<file path="src/source/umi_pkg.sv">
//##################################################
// Shared definitions for the UMI register device
// Opcode enum, command field layout, bus widths
// and register map constants. Referenced by
// scoped names from every RTL block
//##################################################
`default_nettype none

package umi_pkg;

   //##################################################
   // Bus widths
   //##################################################
   localparam int AW = 64;                      // Address width
   localparam int CW = 32;                      // Command width
   localparam int DW = 64;                      // UMI data width
   localparam int RW = 32;                      // Register width
   localparam int BYTES = RW / 8;               // Byte lanes per register

   //##################################################
   // Command word layout
   //##################################################
   // Opcode sits in the lowest bits
   localparam int OPC_W = 5;
   localparam int SIZE_LSB = 5;                 // Size in bits 7:5
   localparam int SIZE_W = 3;

   // Transfer size codes, 3 and up act as word
   localparam logic [SIZE_W-1:0] SIZE_BYTE = 3'd0;
   localparam logic [SIZE_W-1:0] SIZE_HALF = 3'd1;

   // UMI opcodes used or recognised by the device
   typedef enum logic [OPC_W-1:0] {
      REQ_READ   = 5'd1,
      RESP_READ  = 5'd2,
      REQ_WRITE  = 5'd3,
      RESP_WRITE = 5'd4,
      REQ_POSTED = 5'd5,
      REQ_RDMA   = 5'd7,
      REQ_ATOMIC = 5'd9
   } umi_opcode_e;

   //##################################################
   // Address map
   //##################################################
   localparam int GRP_OFFSET = 24;              // Group field position
   localparam int GRP_AW = 4;                   // Group field width
   localparam logic [GRP_AW-1:0] GRP_ID = 4'h3; // Our group

   localparam int REG_COUNT = 8;
   localparam int IDX_W = $clog2(REG_COUNT);    // Register index bits
   localparam int IDX_LSB = 2;                  // Index at addr 4:2
   localparam int LANE_W = 2;                   // Byte lane at addr 1:0

   // Read-only contents of register 0, "UMI" plus version
   localparam logic [RW-1:0] ID_VALUE = 32'h554d4901;

endpackage

`default_nettype wire

</file>
<file path="src/source/umi_cmd_decode.sv">
//##################################################
// UMI request command decoder
// Splits the command word into fields, classifies
// the opcode and checks the destination group.
// Purely combinational, feeds the request control
//##################################################
`timescale 1ns/1ps
`default_nettype none

module umi_cmd_decode
(
   input  wire  [umi_pkg::CW-1:0]           req_cmd,     // Request command word
   input  wire  [umi_pkg::AW-1:0]           req_dstaddr, // Request destination
   output logic                             is_read,     // REQ_READ
   output logic                             is_write,    // REQ_WRITE, needs response
   output logic                             is_posted,   // REQ_POSTED, no response
   output logic                             group_hit,   // Address in our group
   output logic [umi_pkg::SIZE_W-1:0]       size,        // Transfer size code
   output logic [umi_pkg::CW-umi_pkg::OPC_W-1:0] cmd_rest // Command without opcode
);

   umi_pkg::umi_opcode_e opcode;
   logic [umi_pkg::GRP_AW-1:0] group;

   //##################################################
   // Field extraction
   //##################################################
   assign opcode = umi_pkg::umi_opcode_e'(req_cmd[umi_pkg::OPC_W-1:0]);
   assign size = req_cmd[umi_pkg::SIZE_LSB +: umi_pkg::SIZE_W];

   // Everything above the opcode goes back in the response
   assign cmd_rest = req_cmd[umi_pkg::CW-1:umi_pkg::OPC_W];

   //##################################################
   // Opcode class
   //##################################################
   // At most one class flag high at a time
   always_comb
   begin
      is_read = 1'b0;
      is_write = 1'b0;
      is_posted = 1'b0;
      case (opcode)
         umi_pkg::REQ_READ:   is_read = 1'b1;
         umi_pkg::REQ_WRITE:  is_write = 1'b1;
         umi_pkg::REQ_POSTED: is_posted = 1'b1;
         umi_pkg::REQ_RDMA,
         umi_pkg::REQ_ATOMIC:
         begin
            // Recognised but not supported, dropped upstream
            is_read = 1'b0;
         end
         default:
         begin
            // Responses, link, user and unknown codes
            is_read = 1'b0;
         end
      endcase
   end

   //##################################################
   // Group check
   //##################################################
   assign group = req_dstaddr[umi_pkg::GRP_OFFSET +: umi_pkg::GRP_AW];
   assign group_hit = (group == umi_pkg::GRP_ID); // Bits 27:24 match

endmodule

`default_nettype wire

</file>
<file path="src/source/umi_reg_bank.sv">
//##################################################
// Register bank of the UMI device
// Eight 32-bit registers, written per byte lane.
// Register 0 is a fixed ID and ignores writes.
// Read data returns in the access cycle
//##################################################
`timescale 1ns/1ps
`default_nettype none

module umi_reg_bank
(
   input  wire                           clk,
   input  wire                           nreset,
   input  wire                           wr_en,     // Write this cycle
   input  wire                           rd_en,     // Read this cycle
   input  wire  [umi_pkg::IDX_W-1:0]     index,     // Register select
   input  wire  [umi_pkg::BYTES-1:0]     wr_strobe, // Byte enables
   input  wire  [umi_pkg::RW-1:0]        wr_data,   // Lane-aligned write data
   output logic [umi_pkg::RW-1:0]        rd_data    // Zero unless rd_en
);

   // Register 0 has no storage
   logic [umi_pkg::RW-1:0] regs [1:umi_pkg::REG_COUNT-1];

   //##################################################
   // Write side
   //##################################################
   always_ff @(posedge clk or negedge nreset)
   begin
      if (!nreset)
      begin
         for (int r = 1; r < umi_pkg::REG_COUNT; r++)
            regs[r] <= '0;
      end
      else if (wr_en)
      begin
         // Only the selected register, only strobed bytes
         for (int r = 1; r < umi_pkg::REG_COUNT; r++)
         begin
            for (int b = 0; b < umi_pkg::BYTES; b++)
            begin
               if (index == umi_pkg::IDX_W'(r) && wr_strobe[b])
                  regs[r][8*b +: 8] <= wr_data[8*b +: 8];
            end
         end
      end
   end

   //##################################################
   // Read side
   //##################################################
   always_comb
   begin
      rd_data = '0;
      if (rd_en)
      begin
         // ID register
         if (index == '0)
            rd_data = umi_pkg::ID_VALUE;
         for (int r = 1; r < umi_pkg::REG_COUNT; r++)
         begin
            if (index == umi_pkg::IDX_W'(r))
               rd_data = regs[r];
         end
      end
   end

endmodule

`default_nettype wire

</file>
<file path="src/source/umi_reg_device.sv">
//##################################################
// UMI register device, top level
// Request decode, control, register bank and the
// response buffer wired between the two channels
//##################################################
`timescale 1ns/1ps
`default_nettype none

module umi_reg_device
(
   input  wire                           clk,
   input  wire                           nreset,
   // Request channel
   input  wire                           req_valid,
   input  wire  [umi_pkg::CW-1:0]        req_cmd,
   input  wire  [umi_pkg::AW-1:0]        req_dstaddr,
   input  wire  [umi_pkg::AW-1:0]        req_srcaddr,
   input  wire  [umi_pkg::DW-1:0]        req_data,
   output logic                          req_ready,
   // Response channel
   output logic                          resp_valid,
   output logic [umi_pkg::CW-1:0]        resp_cmd,
   output logic [umi_pkg::AW-1:0]        resp_dstaddr,
   output logic [umi_pkg::AW-1:0]        resp_srcaddr,
   output logic [umi_pkg::DW-1:0]        resp_data,
   input  wire                           resp_ready
);

   // Decode to control
   logic                                 is_read;
   logic                                 is_write;
   logic                                 is_posted;
   logic                                 group_hit;
   logic [umi_pkg::SIZE_W-1:0]           size;
   logic [umi_pkg::CW-umi_pkg::OPC_W-1:0] cmd_rest;
   // Control to bank
   logic                                 wr_en;
   logic                                 rd_en;
   logic [umi_pkg::IDX_W-1:0]            index;
   logic [umi_pkg::BYTES-1:0]            wr_strobe;
   logic [umi_pkg::RW-1:0]               wr_data;
   logic [umi_pkg::RW-1:0]               rd_data;
   // Control to response buffer
   logic                                 push;
   logic [umi_pkg::CW-1:0]               push_cmd;
   logic [umi_pkg::AW-1:0]               push_dstaddr;
   logic [umi_pkg::DW-1:0]               push_data;
   logic                                 full;

   //##################################################
   // Input side
   //##################################################
   umi_cmd_decode umi_cmd_decode_i
   (
      .req_cmd     (req_cmd),
      .req_dstaddr (req_dstaddr),
      .is_read     (is_read),
      .is_write    (is_write),
      .is_posted   (is_posted),
      .group_hit   (group_hit),
      .size        (size),
      .cmd_rest    (cmd_rest)
   );

   //##################################################
   // Request control and registers
   //##################################################
   umi_regif umi_regif_i
   (
      .clk          (clk),
      .nreset       (nreset),
      .req_valid    (req_valid),
      .req_dstaddr  (req_dstaddr),
      .req_srcaddr  (req_srcaddr),
      .req_data     (req_data),
      .req_ready    (req_ready),
      .is_read      (is_read),
      .is_write     (is_write),
      .is_posted    (is_posted),
      .group_hit    (group_hit),
      .size         (size),
      .cmd_rest     (cmd_rest),
      .wr_en        (wr_en),
      .rd_en        (rd_en),
      .index        (index),
      .wr_strobe    (wr_strobe),
      .wr_data      (wr_data),
      .rd_data      (rd_data),
      .push         (push),
      .push_cmd     (push_cmd),
      .push_dstaddr (push_dstaddr),
      .push_data    (push_data),
      .full         (full)
   );

   umi_reg_bank umi_reg_bank_i
   (
      .clk       (clk),
      .nreset    (nreset),
      .wr_en     (wr_en),
      .rd_en     (rd_en),
      .index     (index),
      .wr_strobe (wr_strobe),
      .wr_data   (wr_data),
      .rd_data   (rd_data)
   );

   //##################################################
   // Output side
   //##################################################
   umi_resp_buffer umi_resp_buffer_i
   (
      .clk          (clk),
      .nreset       (nreset),
      .push         (push),
      .push_cmd     (push_cmd),
      .push_dstaddr (push_dstaddr),
      .push_data    (push_data),
      .full         (full),
      .resp_valid   (resp_valid),
      .resp_cmd     (resp_cmd),
      .resp_dstaddr (resp_dstaddr),
      .resp_srcaddr (resp_srcaddr),
      .resp_data    (resp_data),
      .resp_ready   (resp_ready)
   );

endmodule

`default_nettype wire

</file>
<file path="src/source/umi_regif.sv">
//##################################################
// UMI request control
// Accepts requests, paces req_ready, turns writes
// into byte strobes for the register bank and
// builds the response pushed to the output buffer
//##################################################
`timescale 1ns/1ps
`default_nettype none

module umi_regif
(
   input  wire                                   clk,
   input  wire                                   nreset,
   // Request channel
   input  wire                                   req_valid,
   input  wire  [umi_pkg::AW-1:0]                req_dstaddr,
   input  wire  [umi_pkg::AW-1:0]                req_srcaddr,
   input  wire  [umi_pkg::DW-1:0]                req_data,
   output logic                                  req_ready,
   // From decode
   input  wire                                   is_read,
   input  wire                                   is_write,
   input  wire                                   is_posted,
   input  wire                                   group_hit,
   input  wire  [umi_pkg::SIZE_W-1:0]            size,
   input  wire  [umi_pkg::CW-umi_pkg::OPC_W-1:0] cmd_rest,
   // Register bank
   output logic                                  wr_en,
   output logic                                  rd_en,
   output logic [umi_pkg::IDX_W-1:0]             index,
   output logic [umi_pkg::BYTES-1:0]             wr_strobe,
   output logic [umi_pkg::RW-1:0]                wr_data,
   input  wire  [umi_pkg::RW-1:0]                rd_data,
   // Response buffer
   output logic                                  push,
   output logic [umi_pkg::CW-1:0]                push_cmd,
   output logic [umi_pkg::AW-1:0]                push_dstaddr,
   output logic [umi_pkg::DW-1:0]                push_data,
   input  wire                                   full
);

   logic                             rdy_q;       // Low for one cycle after accept
   logic                             accept;      // Request handshake
   logic [umi_pkg::LANE_W-1:0]       lane;
   logic [umi_pkg::BYTES-1:0]        strobe_base; // Strobe before lane shift
   umi_pkg::umi_opcode_e             resp_opcode;

   //##################################################
   // Request pacing
   //##################################################
   // Two-cycle spacing between requests
   always_ff @(posedge clk or negedge nreset)
   begin
      if (!nreset)
         rdy_q <= 1'b1;
      else
         rdy_q <= ~accept;
   end

   // Also held off while a response waits for ready
   assign req_ready = rdy_q & ~full;
   assign accept = req_valid & req_ready;

   //##################################################
   // Register access
   //##################################################
   assign lane = req_dstaddr[umi_pkg::LANE_W-1:0];
   assign index = req_dstaddr[umi_pkg::IDX_LSB +: umi_pkg::IDX_W];

   // Out-of-group and unsupported requests touch nothing
   assign rd_en = accept & group_hit & is_read;
   assign wr_en = accept & group_hit & (is_write | is_posted);

   // Lanes covered by the size, aligned at lane 0
   always_comb
   begin
      case (size)
         umi_pkg::SIZE_BYTE: strobe_base = 4'b0001;
         umi_pkg::SIZE_HALF: strobe_base = 4'b0011;
         default:            strobe_base = 4'b1111; // Word and size 3
      endcase
   end

   // Upper lanes fall off past byte 3
   assign wr_strobe = strobe_base << lane;
   assign wr_data = req_data[umi_pkg::RW-1:0] << {lane, 3'b000}; // Low bytes into lane

   //##################################################
   // Response build
   //##################################################
   // Posted writes never get a response
   assign push = accept & group_hit & (is_read | is_write);

   assign resp_opcode = is_read ? umi_pkg::RESP_READ : umi_pkg::RESP_WRITE;
   assign push_cmd = {cmd_rest, resp_opcode};   // Only the opcode changes
   assign push_dstaddr = req_srcaddr;           // Reply goes back to requester

   // Bank drives zero on writes, so write data comes out zero
   assign push_data = {(umi_pkg::DW / umi_pkg::RW){rd_data}};

endmodule

`default_nettype wire

</file>
<file path="src/source/umi_resp_buffer.sv">
//##################################################
// One-entry UMI response buffer
// Captures a response on push and holds it on the
// response channel until resp_ready is seen
//##################################################
`timescale 1ns/1ps
`default_nettype none

module umi_resp_buffer
(
   input  wire                           clk,
   input  wire                           nreset,
   // From request control
   input  wire                           push,
   input  wire  [umi_pkg::CW-1:0]        push_cmd,
   input  wire  [umi_pkg::AW-1:0]        push_dstaddr,
   input  wire  [umi_pkg::DW-1:0]        push_data,
   output logic                          full,
   // UMI response channel
   output logic                          resp_valid,
   output logic [umi_pkg::CW-1:0]        resp_cmd,
   output logic [umi_pkg::AW-1:0]        resp_dstaddr,
   output logic [umi_pkg::AW-1:0]        resp_srcaddr,
   output logic [umi_pkg::DW-1:0]        resp_data,
   input  wire                           resp_ready
);

   //##################################################
   // Valid flag
   //##################################################
   // Push only comes while empty, so it wins
   always_ff @(posedge clk or negedge nreset)
   begin
      if (!nreset)
         resp_valid <= 1'b0;
      else if (push)
         resp_valid <= 1'b1;
      else if (resp_ready)
         resp_valid <= 1'b0;   // Handshake or idle
   end

   assign full = resp_valid;

   // Payload, stable until the handshake
   always_ff @(posedge clk)
   begin
      if (push)
      begin
         resp_cmd <= push_cmd;
         resp_dstaddr <= push_dstaddr;
         resp_data <= push_data;
      end
   end

   // Device has no source address of its own
   assign resp_srcaddr = '0;

endmodule

`default_nettype wire

</file>
<file path="config.mk">
export PLATFORM = sky130hd
export DESIGN_NAME = umi_reg_device
export DESIGN_NICKNAME = d
export VERILOG_FILES = /design/src/source/umi_pkg.sv /design/src/source/umi_cmd_decode.sv /design/src/source/umi_reg_bank.sv /design/src/source/umi_reg_device.sv /design/src/source/umi_regif.sv /design/src/source/umi_resp_buffer.sv
export SDC_FILE = /design/constraint.sdc
export NUM_CORES = 1
export LEC_CHECK = 0
export BUFFER_PORTS_ARGS = -buffer_cell sky130_fd_sc_hd__buf_2
export CORE_ASPECT_RATIO = 0.75
export CORE_MARGIN = 3
export CORE_UTILIZATION = 56
export DETAILED_ROUTE_END_ITERATION = 16
export GPL_TIMING_DRIVEN = 0
export PLACE_DENSITY = 0.85
export SYNTH_ARGS = -nofsm -noshare
export SYNTH_HDL_FRONTEND = slang
export SYNTH_SLANG_ARGS = --single-unit
</file>
<file path="constraint.sdc">
create_clock -name clk -period 36.2 [get_ports clk]
set_clock_uncertainty 0.1 [all_clocks]
set_input_delay 7.24 -clock clk [delete_from_list [all_inputs] [get_ports clk]]
set_output_delay 7.24 -clock clk [all_outputs]
set_load 0.05 [all_outputs]
</file>
==> load_flow_metrics.sql <==
INSERT INTO impl_metrics (metric_group, metric, value, unit) VALUES
('power', 'power.total', '0.852', 'mW'),
('timing', 'timing.final.crit_share', '0.268', ''),
('synth', 'syn-instance-count', '1172', ''),
('cts', 'htree_num_levels', '2', ''),
('synth', 'ys_async_sr_fraction', '0.644', ''),
('synth', 'synth.ff_latch_count', '351', ''),
('placed_design', 'hpwlAfterDp', '32.6', 'mm'),
('floorplan', 'pin_count', '454', ''),
('floorplan', 'core', '0.0273', 'sq mm'),
('cts', 'postCtsSetupRepairBufs', '0', ''),
('global_route', 'first_global_vias', '11854', ''),
('timing', 'fin_hold_ws', '0.407', 'ns'),
('timing', 'number_of_pins_exceeding_their_max_slew_limit_in_the_final_report', '0', ''),
('synth', 'synthesis.area', '0.0156', 'sq mm'),
('timing', 'setup_tns', '0', 'ns'),
('detailed_routing', 'wl_per_cell', '23.1', 'um'),
('cts', 'clk_latency', '0.52', 'ns'),
('global_route', 'grt_use_met1', '0.397', ''),
('status', 'run_status', 'finished clean', ''),
('floorplan', 'initial_utilization', '0.574', ''),
('setup_path', 'crit_fanout', '10', ''),
('cts', 'cts-buffers-inserted', '36', ''),
('detailed_routing', 'detailroute.via_count', '11800', ''),
('floorplan', 'std_cell_rows', '52', ''),
('cts', 'cts_root_buf', 'clkbuf_16', ''),
('synth', 'synth.yosys.warnings', '0', ''),
('run', 'cap_violations', '0', ''),
('setup_path', 'crit_required', '36.30', 'ns'),
('timing', 'worst_pin_slew', '1.20', 'ns'),
('setup_path', 'setup.worst_path.start_class', 'input port', ''),
('global_route', 'global_route.peak_usage_layer', 'met2', ''),
('cts', 'cts_buffer_depth', '3', ''),
('detailed_routing', 'drt.antenna.violating_nets', '0', ''),
('power', 'power.ir.vdd_worst', '0.0327', 'mV'),
('detailed_routing', 'detail_route.iter0.violations', '1221', ''),
('timing', 'report.final.hold_viol_count', '0', ''),
('floorplan', 'design.die.area', '0.0300', 'sq mm'),
('synth', 'syn-mean-instance-area', '13.3', 'sq um'),
('floorplan', 'dieWidth', '199', 'um'),
('cts', 'cts_sinks', '351', ''),
('global_route', 'grt_max_degree', '121', ''),
('cts', 'postCtsResizedCells', '0', ''),
('cells_and_area', 'final_layout_size_suffix_gt1_frac', '0.431', ''),
('setup_path', 'cp_data_arrival_time', '9.79', 'ns'),
('global_route', 'grt_first_pass_wirelength', '67.2', 'mm'),
('setup_path', 'criticalPathCategory', 'in2reg', ''),
('timing', 'finalSetupViolCount', '0', ''),
('power', 'power-per-cell-area', '44.4', 'mW/mm^2'),
('synth', 'synth-seq-area-share', '0.602', ''),
('timing', 'relSlewSlack', '0.194', ''),
('cells_and_area', 'stdcell_area', '0.0192', 'sq mm'),
('detailed_routing', 'first_pass_iters', '5', ''),
('synth', 'synth_enable_flop_cells', '125', ''),
('synth', 'ys_dominant_reg_cell', 'dfrtp_1', ''),
('global_route', 'grt.total_usage', '0.294', ''),
('global_route', 'grt_use_met2', '0.475', ''),
('detailed_routing', 'routed_wirelength', '45.5', 'mm'),
('synth', 'netlist-cell-type-count', '56', ''),
('global_route', 'globalRouteMet3Util', '0.0685', ''),
('hold_path', 'hp-class', 'reg2reg', ''),
('global_route', 'grt.overflow.total', '0', ''),
('floorplan', 'die_h', '151', 'um'),
('timing', 'timing.final.crit_period', '9.69', 'ns'),
('global_route', 'grt_antenna_before_repair', '1', ''),
('detailed_routing', 'vias_per_cell', '5.99', ''),
('placed_design', 'place.gp.congestion', '0.937', ''),
('cts', 'cts_hold_buf', '0', ''),
('setup_path', 'critical_path.endpoint_type', 'register', ''),
('cts', 'cts.reportedPaths.clkPinSlew', '0.06', 'ns'),
('timing', 'final_critical_path_setup_slack', '26.51', 'ns'),
('cts', 'cts_tree', 'yes', ''),
('placed_design', 'port_buffers', '298', ''),
('cells_and_area', 'area_growth', '22.7', '%'),
('timing', 'maxClockFrequency', '103', 'MHz'),
('cells_and_area', 'nets', '1820', ''),
('detailed_routing', 'detail_route.drc_violations', '0', ''),
('timing', 'grt_setup_unrepaired', 'false', ''),
('placed_design', 'pre_cts_ws', '26.09', 'ns'),
('power', 'leakagePower', '9.28', 'nW'),
('placed_design', 'detailed_place.area', '0.0180', 'sq mm');
cell families after synthesis:
logic type | Yosys count | synth area share
AO/OA/AOI/OAI | 301 | 0.122
XOR/XNOR | 2 | 0.00112
buffers and inverters | 177 | 0.0674
flip-flops | 351 | 0.602
multiplexers | 214 | 0.153
other | 1 | 0.000240
AND/OR/NAND/NOR | 126 | 0.0539
Yosys cell counts, drive strengths merged, types with 5 or more instances:
cell,instances,area [sq um]
a211oi,30,238
a32oi,20,175
edfxtp,125,3750
nand2,20,75.1
inv,12,45.0
o21ai,106,531
a211o,12,105
or2,7,43.8
dfrtp,225,5630
mux2,176,1980
clkbuf,47,176
nor2,40,165
a221oi,8,70.1
nor3b,5,48.8
nand3,9,70.1
o221ai,8,70.1
buf,118,832
mux2i,35,350
nor3,8,96.3
o21a,20,150
nor2b,16,100
a22o,20,175
a21oi,72,360
worst paths after layout:
check	startpoint	end	slack (ns)	cells after the start
max	req_dstaddr[26]	umi_resp_buffer_i.resp_data[52]$_SDFFCE_PN0P_	26.51	9
min	umi_reg_bank_i.regs[124]$_DFFE_PN0P_	umi_reg_bank_i.regs[124]$_DFFE_PN0P_	0.41	1
max reg2reg	umi_regif_i.rdy_q$_DFF_PN1_	umi_resp_buffer_i.resp_data[52]$_SDFFCE_PN0P_	33.23	8
min reg2reg	umi_reg_bank_i.regs[124]$_DFFE_PN0P_	umi_reg_bank_i.regs[124]$_DFFE_PN0P_	0.41	1
max in group asynchronous	nreset	umi_reg_bank_i.regs[53]$_DFFE_PN0P_	28.35	3
min in group asynchronous	nreset	umi_reg_bank_i.regs[13]$_DFFE_PN0P_	6.43	1
final cells by class:
cell class              instances  area, sq um
diodes                          1         2.50
plain buffers                 165         1010
clock buffers                  58         1140
clock inverters                 6         33.8
fillers                      1907         8070
inverters                      12         45.0
multi-input cells             710         5430
flip-flops and latches        351         9410
well taps                     351          439
repair buffers                316         1690
through the flow:
stage,std cells,util
final,1970,0.704
after global routing,1970,0.704
after CTS,1969,0.704
after detailed placement,1905,0.661
after global placement,1887,0.654
after floorplan,1238,-
metal layers:
layer,vias up,share of wire
met5,-,0
met4,0,0.031
met3,121,0.092
met2,686,0.49
met1,5961,0.39
li1,5032,-
worst max-delay path, cell delays in order:
cell and delay (ns):
buf_2 0.10, nand4bb_1 0.49, nor4_2 0.65, buf_4 0.30
buf_4 0.21, buf_4 0.19, buf_4 0.19, buf_4 0.20
buf_4 0.20
report_power, final:
group | internal [mW] | total, mW | leakage [nW] | switching, mW
clock network | 0.215 | 0.366 | 0.579 | 0.151
registers | 0.412 | 0.413 | 4.32 | 0.000601
logic | 0.0205 | 0.0732 | 4.38 | 0.0527
total | 0.648 | 0.852 | 9.28 | 0.204
sequential cells by signal (all words and copies together), names as in the netlist:
register	count
umi_reg_bank_i.regs	224
umi_regif_i.rdy_q	1
umi_resp_buffer_i.resp_cmd	29
umi_resp_buffer_i.full	1
umi_resp_buffer_i.resp_dstaddr	64
umi_resp_buffer_i.resp_data	32
placed cells by master (no fill, tap or decap), types with 38 or more instances in the layout:
cell and n:
a21oi_1 72, buf_2 311, buf_4 112, clkbuf_1 56
clkbuf_16 38, conb_1 67, dfrtp_1 225, edfxtp_1 125
mux2_2 175, o21ai_0 106
Note: power is estimated with default switching activity, not from simulation.
